### src/verilog/imem_bus_pkg.sv
`default_nettype none

// types seen on the instruction bus side
package imem_bus_pkg;

	// byte address of an instruction fetch
	typedef logic [31:0] addr_t;

	// raw instruction word as returned by memory
	typedef logic [31:0] word_t;

	// error code returned with every response
	typedef enum logic [1:0]
	{
		RESP_OK        = 2'b00, // normal fetch
		RESP_UNALIGNED = 2'b01, // pc not word aligned
		RESP_BUS_ERR   = 2'b10, // bus access fault
		RESP_TIMEOUT   = 2'b11  // no response from slave
	} resp_err_t;

	// responses come back in request order
	// at least one cycle after acceptance
	// and the bus never applies back-pressure on them

endpackage

`default_nettype wire

### src/verilog/fetch_pkg.sv
`default_nettype none

// constants and records used inside the fetch unit
package fetch_pkg;

	// entries per buffer and upper bound on credits
	localparam int FETCH_BUF_DEPTH = 3;

	// width of the running instruction id
	localparam int INST_ID_WIDTH = 4;

	// running id tagged onto every good result
	typedef logic [INST_ID_WIDTH-1:0] inst_id_t;

	// requests in flight plus results held
	typedef logic [$clog2(FETCH_BUF_DEPTH+1)-1:0] credit_t;

	// tag kept for each accepted request until its response returns
	typedef struct packed
	{
		imem_bus_pkg::addr_t pc; // address that was requested
		logic                epoch; // epoch at acceptance
	} inflight_t;

	// record handed to the decode stage
	typedef struct packed
	{
		imem_bus_pkg::addr_t     pc; // pc of this instruction
		imem_bus_pkg::word_t     inst; // fetched word
		imem_bus_pkg::resp_err_t err; // bus error code
		logic                    jump; // predicted taken
		inst_id_t                id; // running instruction id
	} fetch_res_t;

endpackage

`default_nettype wire

### src/verilog/fetch_fifo.sv
`default_nettype none
`timescale 1ns/1ps

module fetch_fifo #(
	parameter type payload_t = logic
) (
	input  logic             clk,
	input  logic             resetn,
	input  logic             clear_i, // drops every entry
	input  logic             push_i,
	input  payload_t         push_data_i,
	input  logic             pop_i,
	output payload_t         head_o,
	output logic             not_empty_o,
	output fetch_pkg::credit_t count_o
);

	import fetch_pkg::*;

	typedef logic [$clog2(FETCH_BUF_DEPTH)-1:0] ptr_t;

	payload_t mem [FETCH_BUF_DEPTH]; // register storage
	ptr_t     wptr_q; // next slot to write
	ptr_t     rptr_q; // oldest entry
	ptr_t     wptr_nxt;
	ptr_t     rptr_nxt;
	credit_t  count_q; // entries held
	logic     do_pop;

	// pop on an empty buffer is ignored
	assign do_pop = pop_i & not_empty_o;

	// pointers wrap at the last entry
	assign wptr_nxt = (wptr_q == ptr_t'(FETCH_BUF_DEPTH - 1)) ? '0 : wptr_q + ptr_t'(1);
	assign rptr_nxt = (rptr_q == ptr_t'(FETCH_BUF_DEPTH - 1)) ? '0 : rptr_q + ptr_t'(1);

	assign head_o      = mem[rptr_q];
	assign not_empty_o = (count_q != '0);
	assign count_o     = count_q;

	always_ff @(posedge clk or negedge resetn)
	begin
		if (!resetn)
		begin
			wptr_q  <= '0;
			rptr_q  <= '0;
			count_q <= '0;
		end
		else if (clear_i)
		begin
			// clear wins over push and pop
			wptr_q  <= '0;
			rptr_q  <= '0;
			count_q <= '0;
		end
		else
		begin
			if (push_i)
				wptr_q <= wptr_nxt;
			if (do_pop)
				rptr_q <= rptr_nxt;
			count_q <= count_q + credit_t'(push_i) - credit_t'(do_pop);
		end
	end

	// payload storage
	always_ff @(posedge clk)
	begin
		if (push_i && !clear_i)
			mem[wptr_q] <= push_data_i;
	end

endmodule

`default_nettype wire

### src/verilog/fetch_req_ctrl.sv
`default_nettype none
`timescale 1ns/1ps

module fetch_req_ctrl (
	input  logic                clk,
	input  logic                resetn,
	input  logic                rst_req_i, // one cycle pulse
	input  logic                flush_req_i, // one cycle pulse
	input  imem_bus_pkg::addr_t flush_addr_i,
	input  imem_bus_pkg::addr_t new_pc_i, // from pc generator
	input  logic                imem_req_ready_i,
	input  logic                inst_good_i, // good response this cycle
	input  logic                resp_drop_i, // stale response this cycle
	input  logic                res_pop_i, // result taken by decode
	input  fetch_pkg::credit_t  res_count_i, // results held
	output logic                rst_ack_o,
	output logic                flush_ack_o,
	output logic                to_rst_o,
	output logic                to_flush_o,
	output imem_bus_pkg::addr_t flush_addr_hold_o,
	output imem_bus_pkg::addr_t now_pc_o,
	output logic                imem_req_valid_o,
	output logic                req_fire_o,
	output logic                clear_o,
	output logic                cur_epoch_o,
	output logic                stall_inst_o
);

	import imem_bus_pkg::*;
	import fetch_pkg::*;

	logic    rst_pend_q; // reset request not yet issued
	logic    flush_pend_q; // flush request not yet issued
	logic    stall_pend_q; // good inst waiting for its next request
	logic    epoch_q;
	credit_t credit_q; // in flight plus held
	credit_t credit_nxt;
	logic    credit_ok; // room for one more request
	logic    redirect; // reset or flush in progress
	addr_t   pc_q;
	addr_t   flush_addr_q;

	assign redirect = to_rst_o | to_flush_o;

	// pulses are stretched until the bus accepts the request
	assign to_rst_o   = rst_req_i | rst_pend_q;
	assign to_flush_o = flush_req_i | flush_pend_q;

	// result buffer is emptied on any new request pulse
	assign clear_o = rst_req_i | flush_req_i;

	assign credit_ok = (credit_q < credit_t'(FETCH_BUF_DEPTH));

	// valid follows its cause in the same cycle
	assign imem_req_valid_o = credit_ok & (redirect | inst_good_i | stall_pend_q);
	assign req_fire_o       = imem_req_valid_o & imem_req_ready_i;

	assign rst_ack_o   = to_rst_o & req_fire_o;
	assign flush_ack_o = to_flush_o & req_fire_o;

	// epoch the next accepted request belongs to
	// flips early so the redirect request is already current
	assign cur_epoch_o = epoch_q ^ redirect;

	assign flush_addr_hold_o = flush_req_i ? flush_addr_i : flush_addr_q;
	assign now_pc_o          = pc_q;
	assign stall_inst_o      = stall_pend_q;

	// accepted minus consumed minus dropped
	// held results are handed back on clear
	assign credit_nxt = credit_q + credit_t'(req_fire_o) - credit_t'(res_pop_i) -
		credit_t'(resp_drop_i) - (clear_o ? res_count_i : credit_t'(0));

	always_ff @(posedge clk or negedge resetn)
	begin
		if (!resetn)
		begin
			rst_pend_q   <= 1'b0;
			flush_pend_q <= 1'b0;
			stall_pend_q <= 1'b0;
		end
		else
		begin
			rst_pend_q <= (rst_pend_q | rst_req_i) & ~req_fire_o;
			// a reset request cancels a waiting flush
			flush_pend_q <= (flush_pend_q ? ~rst_req_i : flush_req_i) & ~req_fire_o;
			// normal request waits on credits or ready
			stall_pend_q <= (stall_pend_q | inst_good_i) & ~redirect & ~req_fire_o;
		end
	end

	always_ff @(posedge clk or negedge resetn)
	begin
		if (!resetn)
		begin
			credit_q <= '0;
			epoch_q  <= 1'b0;
		end
		else
		begin
			credit_q <= credit_nxt;
			if (req_fire_o && redirect)
				epoch_q <= ~epoch_q; // older requests become stale
		end
	end

	// pc of the last accepted request
	always_ff @(posedge clk)
	begin
		if (req_fire_o)
			pc_q <= new_pc_i;
	end

	// target kept for the pc generator while flush waits
	always_ff @(posedge clk)
	begin
		if (flush_req_i)
			flush_addr_q <= flush_addr_i;
	end

endmodule

`default_nettype wire

### src/verilog/fetch_resp_filter.sv
`default_nettype none
`timescale 1ns/1ps

module fetch_resp_filter (
	input  logic                    clk,
	input  logic                    resetn,
	input  imem_bus_pkg::word_t     imem_resp_rdata_i,
	input  imem_bus_pkg::resp_err_t imem_resp_err_i,
	input  logic                    imem_resp_valid_i,
	input  fetch_pkg::inflight_t    tag_i, // oldest in-flight request
	input  logic                    cur_epoch_i,
	input  logic                    to_rst_i,
	input  logic                    to_flush_i,
	input  logic                    stall_inst_i, // next request held back
	input  logic                    to_jump_i, // prediction for this inst
	output logic                    inst_good_o,
	output logic                    resp_drop_o,
	output fetch_pkg::fetch_res_t   res_rec_o,
	output imem_bus_pkg::word_t     now_inst_o
);

	import imem_bus_pkg::*;
	import fetch_pkg::*;

	logic     stale; // issued before the last redirect
	logic     busy; // redirect still waiting
	word_t    inst_q; // last response word
	inst_id_t id_q;

	assign stale = (tag_i.epoch != cur_epoch_i);
	assign busy  = to_rst_i | to_flush_i;

	assign inst_good_o = imem_resp_valid_i & ~stale & ~busy;
	assign resp_drop_o = imem_resp_valid_i & (stale | busy);

	// predecoder sees the live word or the held one
	assign now_inst_o = stall_inst_i ? inst_q : imem_resp_rdata_i;

	// record pushed into the result buffer
	always_comb
	begin
		res_rec_o.pc   = tag_i.pc;
		res_rec_o.inst = imem_resp_rdata_i;
		res_rec_o.err  = imem_resp_err_i;
		res_rec_o.jump = to_jump_i; // sampled with the response
		res_rec_o.id   = id_q;
	end

	// hold every response word
	always_ff @(posedge clk)
	begin
		if (imem_resp_valid_i)
			inst_q <= imem_resp_rdata_i;
	end

	// one id per good result
	always_ff @(posedge clk or negedge resetn)
	begin
		if (!resetn)
			id_q <= '0;
		else if (inst_good_o)
			id_q <= id_q + inst_id_t'(1);
	end

endmodule

`default_nettype wire

### src/verilog/imem_fetch_ctrl.sv
`default_nettype none
`timescale 1ns/1ps

module imem_fetch_ctrl (
	input  logic                    clk,
	input  logic                    resetn,
	input  logic                    rst_req_i,
	input  logic                    flush_req_i,
	input  imem_bus_pkg::addr_t     flush_addr_i,
	output logic                    rst_ack_o,
	output logic                    flush_ack_o,
	output logic                    to_rst_o,
	output logic                    to_flush_o,
	output imem_bus_pkg::addr_t     flush_addr_hold_o,
	output imem_bus_pkg::addr_t     now_pc_o,
	output imem_bus_pkg::word_t     now_inst_o,
	input  imem_bus_pkg::addr_t     new_pc_i,
	input  logic                    to_jump_i,
	output imem_bus_pkg::addr_t     imem_req_addr_o,
	output logic                    imem_req_valid_o,
	input  logic                    imem_req_ready_i,
	input  imem_bus_pkg::word_t     imem_resp_rdata_i,
	input  imem_bus_pkg::resp_err_t imem_resp_err_i,
	input  logic                    imem_resp_valid_i,
	output fetch_pkg::fetch_res_t   if_res_o,
	output logic                    if_res_valid_o,
	input  logic                    if_res_ready_i
);

	import fetch_pkg::*;

	logic       req_fire, cur_epoch, stall_inst, clear;
	logic       inst_good, resp_drop, res_pop, res_not_empty;
	credit_t    res_count;
	inflight_t  tag_push, tag_head;
	fetch_res_t res_rec;

	assign imem_req_addr_o = new_pc_i; // pc generator addresses the bus
	assign tag_push        = '{pc: new_pc_i, epoch: cur_epoch};
	assign if_res_valid_o  = res_not_empty & ~clear; // nothing leaves while clearing
	assign res_pop         = if_res_valid_o & if_res_ready_i;

	fetch_req_ctrl u_req_ctrl (
		.clk               (clk),
		.resetn            (resetn),
		.rst_req_i         (rst_req_i),
		.flush_req_i       (flush_req_i),
		.flush_addr_i      (flush_addr_i),
		.new_pc_i          (new_pc_i),
		.imem_req_ready_i  (imem_req_ready_i),
		.inst_good_i       (inst_good),
		.resp_drop_i       (resp_drop),
		.res_pop_i         (res_pop),
		.res_count_i       (res_count),
		.rst_ack_o         (rst_ack_o),
		.flush_ack_o       (flush_ack_o),
		.to_rst_o          (to_rst_o),
		.to_flush_o        (to_flush_o),
		.flush_addr_hold_o (flush_addr_hold_o),
		.now_pc_o          (now_pc_o),
		.imem_req_valid_o  (imem_req_valid_o),
		.req_fire_o        (req_fire),
		.clear_o           (clear),
		.cur_epoch_o       (cur_epoch),
		.stall_inst_o      (stall_inst)
	);

	// tags of accepted requests, popped by each response
	fetch_fifo #(.payload_t(inflight_t)) fifo_tag (
		.clk         (clk),
		.resetn      (resetn),
		.clear_i     (1'b0),
		.push_i      (req_fire),
		.push_data_i (tag_push),
		.pop_i       (imem_resp_valid_i),
		.head_o      (tag_head),
		.not_empty_o (),
		.count_o     ()
	);

	fetch_resp_filter u_resp_filter (
		.clk               (clk),
		.resetn            (resetn),
		.imem_resp_rdata_i (imem_resp_rdata_i),
		.imem_resp_err_i   (imem_resp_err_i),
		.imem_resp_valid_i (imem_resp_valid_i),
		.tag_i             (tag_head),
		.cur_epoch_i       (cur_epoch),
		.to_rst_i          (to_rst_o),
		.to_flush_i        (to_flush_o),
		.stall_inst_i      (stall_inst),
		.to_jump_i         (to_jump_i),
		.inst_good_o       (inst_good),
		.resp_drop_o       (resp_drop),
		.res_rec_o         (res_rec),
		.now_inst_o        (now_inst_o)
	);

	// good results waiting for decode
	fetch_fifo #(.payload_t(fetch_res_t)) fifo_res (
		.clk         (clk),
		.resetn      (resetn),
		.clear_i     (clear),
		.push_i      (inst_good),
		.push_data_i (res_rec),
		.pop_i       (res_pop),
		.head_o      (if_res_o),
		.not_empty_o (res_not_empty),
		.count_o     (res_count)
	);

endmodule

`default_nettype wire

### config.mk
export PLATFORM = sky130hd
export DESIGN_NAME = imem_fetch_ctrl
export DESIGN_NICKNAME = d
export VERILOG_FILES = /design/src/verilog/imem_bus_pkg.sv /design/src/verilog/fetch_pkg.sv /design/src/verilog/fetch_fifo.sv /design/src/verilog/fetch_req_ctrl.sv /design/src/verilog/fetch_resp_filter.sv /design/src/verilog/imem_fetch_ctrl.sv
export SDC_FILE = /design/constraint.sdc
export NUM_CORES = 1
export LEC_CHECK = 0
export BUFFER_PORTS_ARGS = -buffer_cell sky130_fd_sc_hd__buf_2
export CORE_AREA = 2 2 205 207
export DETAILED_ROUTE_END_ITERATION = 16
export DIE_AREA = 0 0 207 209
export MAX_ROUTING_LAYER = met4
export RECOVER_POWER = 50
export SETUP_SLACK_MARGIN = 0.5
export SYNTH_ARGS = -nofsm -noshare
export SYNTH_HDL_FRONTEND = slang
export SYNTH_SLANG_ARGS = --single-unit
### constraint.sdc
create_clock -name clk -period 8.8 [get_ports clk]
set_input_delay 0.44 -clock clk [delete_from_list [all_inputs] [get_ports clk]]
set_output_delay 0.44 -clock clk [all_outputs]
set_load 0.05 [all_outputs]
==> metrics.log <==
[metrics] status: finished, violations left
[metrics] failing checks: capacitance limit, slew limit
[metrics] skew final: 0.0188 ns
[metrics] count of different cell masters after synthesis: 42
[metrics] Die W: 207 um
[metrics] synthesized instance count: 978
[metrics] Synth top cells by count: sky130_fd_sc_hd__edfxtp_1 (376), sky130_fd_sc_hd__nand2_1 (110), sky130_fd_sc_hd__mux2i_1 (108), sky130_fd_sc_hd__o21ai_0 (106), sky130_fd_sc_hd__mux2_2 (66)
[metrics] Total Wirelength: roughly 32,000 um
[metrics] asr flop ratio synth: 5.12%
[metrics] number of instances in the placed design: 1,766
[metrics] setup ws final: between 3 and 4 ns
[metrics] CTS root buf: sky130_fd_sc_hd__clkbuf_16
[metrics] highest clock frequency the design can meet: a little over 200 MHz
[metrics] standard-cell rows: 75
[metrics] layout cell share with drive strength beyond 1: roughly 26%
[metrics] IO Port Bufs: 310
[metrics] buffer depth of the longest clock path: 3
[metrics] total iterations of the first detailed-routing run: 4
[metrics] hold violation total from the final report: 0
[metrics] number of synthesized flops with an enable pin: 376
[metrics] top-level port count: around 310
[metrics] pre-CTS WS: 5.56 ns
[metrics] antenna violations before repair: 0
[metrics] post-synthesis instance area: 16,300 um^2
[metrics] CTS sink cnt: between 400 and 500
[metrics] worst stage delay on the critical path: 1.97 ns
[metrics] layout net count: 1,388
[metrics] htree depth: 2
[metrics] post-CTS setup repair buffer count: 0
[metrics] Die Span Y: 209 um
[metrics] non-filler instance count after layout: 1,850
[metrics] GP Congestion: 0.744
[metrics] path type of the worst setup path: flop to flop
[metrics] count of nets left with antenna violations after detail routing: 0
[metrics] worst slew margin relative to its limit: -86.6%
[metrics] global router's overall resource usage: 14.9%
[metrics] final cycle utilization of the critical path: roughly 55%
[metrics] register area share after synthesis: 76.5%
[metrics] Worst Hold Class: primary input to flop
[metrics] final global-route overflow total: 0
[metrics] P per Cell Area: 277 nW/um^2
[metrics] Total Negative Setup Slacks: 0 ns
[metrics] placeable core region: 41,300 um^2
[metrics] clock tree from TritonCTS: built
[metrics] final number of max-transition violations: 119
[metrics] Slowest cell on crit path: sky130_fd_sc_hd__clkbuf_1
[metrics] required time worst endpoint: between 9 and 10 ns
[metrics] layout overhead on the synthesized area: 19.9%
[metrics] synthesized area per cell: 16.7 um^2
[metrics] Critical Path AT: 5.18 ns
[metrics] Mapped Nets: around 1,100
[metrics] peak supply drop: approximately 0.21 mV
[metrics] total DRC errors in the routed layout: 0
[metrics] synth top area cells: sky130_fd_sc_hd__edfxtp_1 (69%), sky130_fd_sc_hd__mux2i_1 (6.6%), sky130_fd_sc_hd__mux2_2 (4.6%)
[metrics] fillers: 3,654
[metrics] pin slew with the least headroom to its limit: 2.80 ns
[metrics] starting density of the core: 39.5%
[metrics] area share of the largest cell type after synthesis: a little under 70%
[metrics] hpwl dp: 19,600 um
[metrics] register bit count reported by yosys: 430
[metrics] number of vias per cell: 4.76
[metrics] clock input transition at the sequential cells of the worst setup and hold paths: 0.06 ns
[metrics] Static Leakage: 6.71 nW
[metrics] Setup violations, final: 0
[metrics] largest delay contributor family on the critical path: buffers and inverters
[metrics] minimum clock period: 4.81 ns
[metrics] main flop type after synthesis: sky130_fd_sc_hd__edfxtp_1
[metrics] Cell Chain, Critical Path: clkbuf_1, mux2i_1, mux2i_1, mux2i_4, ha_1, inv_1, ha_1, xor2_1, xnor2_1, nor3_1
[metrics] maxcap violations: 3
[metrics] cell type with the highest aggregate area in the netlist: sky130_fd_sc_hd__edfxtp_1
[metrics] full die area: between 40,000 and 50,000 um^2
[metrics] Routed wire per std cell: 17.1 um
[metrics] later-pin clock latency in the skew report: 0.58 ns
[metrics] most used standard cell by instance count after synthesis: sky130_fd_sc_hd__edfxtp_1
[metrics] vias in the first global route: 8,662
[metrics] Critical Path Fanout Max: 35
[metrics] total buffers and inverters traversed by the critical path: 2
[metrics] RSZ-0062 raised after global routing: false
[metrics] crit end category: flop
[metrics] Ys Warns: 0
[metrics] CTS Buf Count: 46
[metrics] initial drt markers: 464
[metrics] pin count of the biggest net entering global routing: around 110
[metrics] kind of start point of the critical path: flop
[metrics] total via count after detailed routing: 8,802
[metrics] first-pass GRT wire length: 48,400 um
==> per-stage QoR <==
step	hold slack [ns]	instance area [um^2]	power (mW)	utilization, %
4_1_cts	0.0286	19700	5.51	47.8
3_5_place_dp	0.460	18300	3.63	44.2
2_1_floorplan	0.144	16300	3.37	-
6_report	0.0996	19600	5.43	47.4
5_1_grt	0.0802	19600	5.66	47.4
3_3_place_gp	0.454	18300	3.60	44.2
==> state kept, by name, summed over array words and instances (netlist names), 2 cells and up <==
register,flops
fifo_res.mem,213
fifo_tag.mem,99
u_req_ctrl.flush_addr_q,32
u_req_ctrl.now_pc_o,32
u_resp_filter.inst_q,32
u_resp_filter.id_q,4
fifo_res.count_o,2
fifo_res.rptr_q,2
fifo_res.wptr_q,2
fifo_tag.count_o,2
fifo_tag.rptr_q,2
fifo_tag.wptr_q,2
u_req_ctrl.credit_q,2
==> placed cells by master, fill, tap and decap left out, types with 17 or more instances in the layout <==
master	netlist	routed
sky130_fd_sc_hd__dfrtp_1	22	17
sky130_fd_sc_hd__clkbuf_16	0	46
sky130_fd_sc_hd__nand2_1	110	110
sky130_fd_sc_hd__mux2i_1	108	108
sky130_fd_sc_hd__edfxtp_1	376	376
sky130_fd_sc_hd__buf_2	4	177
sky130_fd_sc_hd__mux2_2	66	57
sky130_fd_sc_hd__o21ai_0	106	106
sky130_fd_sc_hd__clkbuf_1	29	141
sky130_fd_sc_hd__dfxtp_1	32	32
==> final timing paths <==
| path | from | end | slack [ns] | depth (start not counted) |
|---|---|---|---|---|
| setup / recovery | fifo_tag.rptr_q[0] | fifo_res.count_o[1] | 3.99 | 10 |
| hold / removal | imem_resp_err_i[0] | fifo_res.mem[2][5] | 0.1 | 1 |
| setup reg to reg | fifo_tag.rptr_q[0] | fifo_res.count_o[1] | 3.99 | 10 |
| hold reg to reg | u_req_ctrl.flush_addr_q[11] | u_req_ctrl.flush_addr_q[11] | 0.45 | 1 |
| max in group asynchronous | resetn | fifo_res.rptr_q[1] | 7.17 | 2 |
| min in group asynchronous | resetn | u_resp_filter.id_q[0] | 0.69 | 2 |
==> per-layer routing <==
metal  up-vias  global-route usage [%]  share of wire, %
met2       259                    23.6                48
li1       4217                       -                 -
met4         0                    5.64               2.9
met3        65                    2.95               5.5
met5         -                       -                 0
met1      4261                    18.9                44
==> final cells by class <==
type	count	area [um^2]	area share, %
Timing Repair Buffer	328	1520	7.74
Clock buffer	52	1170	6.00
Clock inverter	29	289	1.48
Tap cell	539	674	3.45
Antenna cell	2	5.00	0.0256
Multi-Input combinational cell	460	3380	17.3
Sequential cell	430	12500	63.9
Inverter	10	37.5	0.192
==> cell families (layout without fill, tap and decap cells) <==
| kind of cell | after synthesis | after routing | share of synthesized area, % |
|---|---|---|---|
| adder cells (fa/ha/maj) | 6 | 6 | 0.506 |
| flip-flops | 430 | 430 | 76.5 |
| AND/OR/NAND/NOR | 144 | 144 | 3.85 |
| multiplexers | 175 | 175 | 11.3 |
| other | 0 | 2 | 0 |
| AO/OA/AOI/OAI | 119 | 119 | 3.99 |
| buffers and inverters | 88 | 419 | 2.96 |
| XOR/XNOR | 16 | 16 | 0.859 |
==> power breakdown <==
group	internal, mW	switching [mW]
Clock	1.08	0.775
Sequential	2.53	0.0710
Combinational	0.264	0.706
==> repair_timing <==
item / CTS / global route
hold endpoints to repair: 22 / 0
gates resized for setup: 0 / 0
hold buffers: 1 / 0
Power figures use the tool's default switching activity.
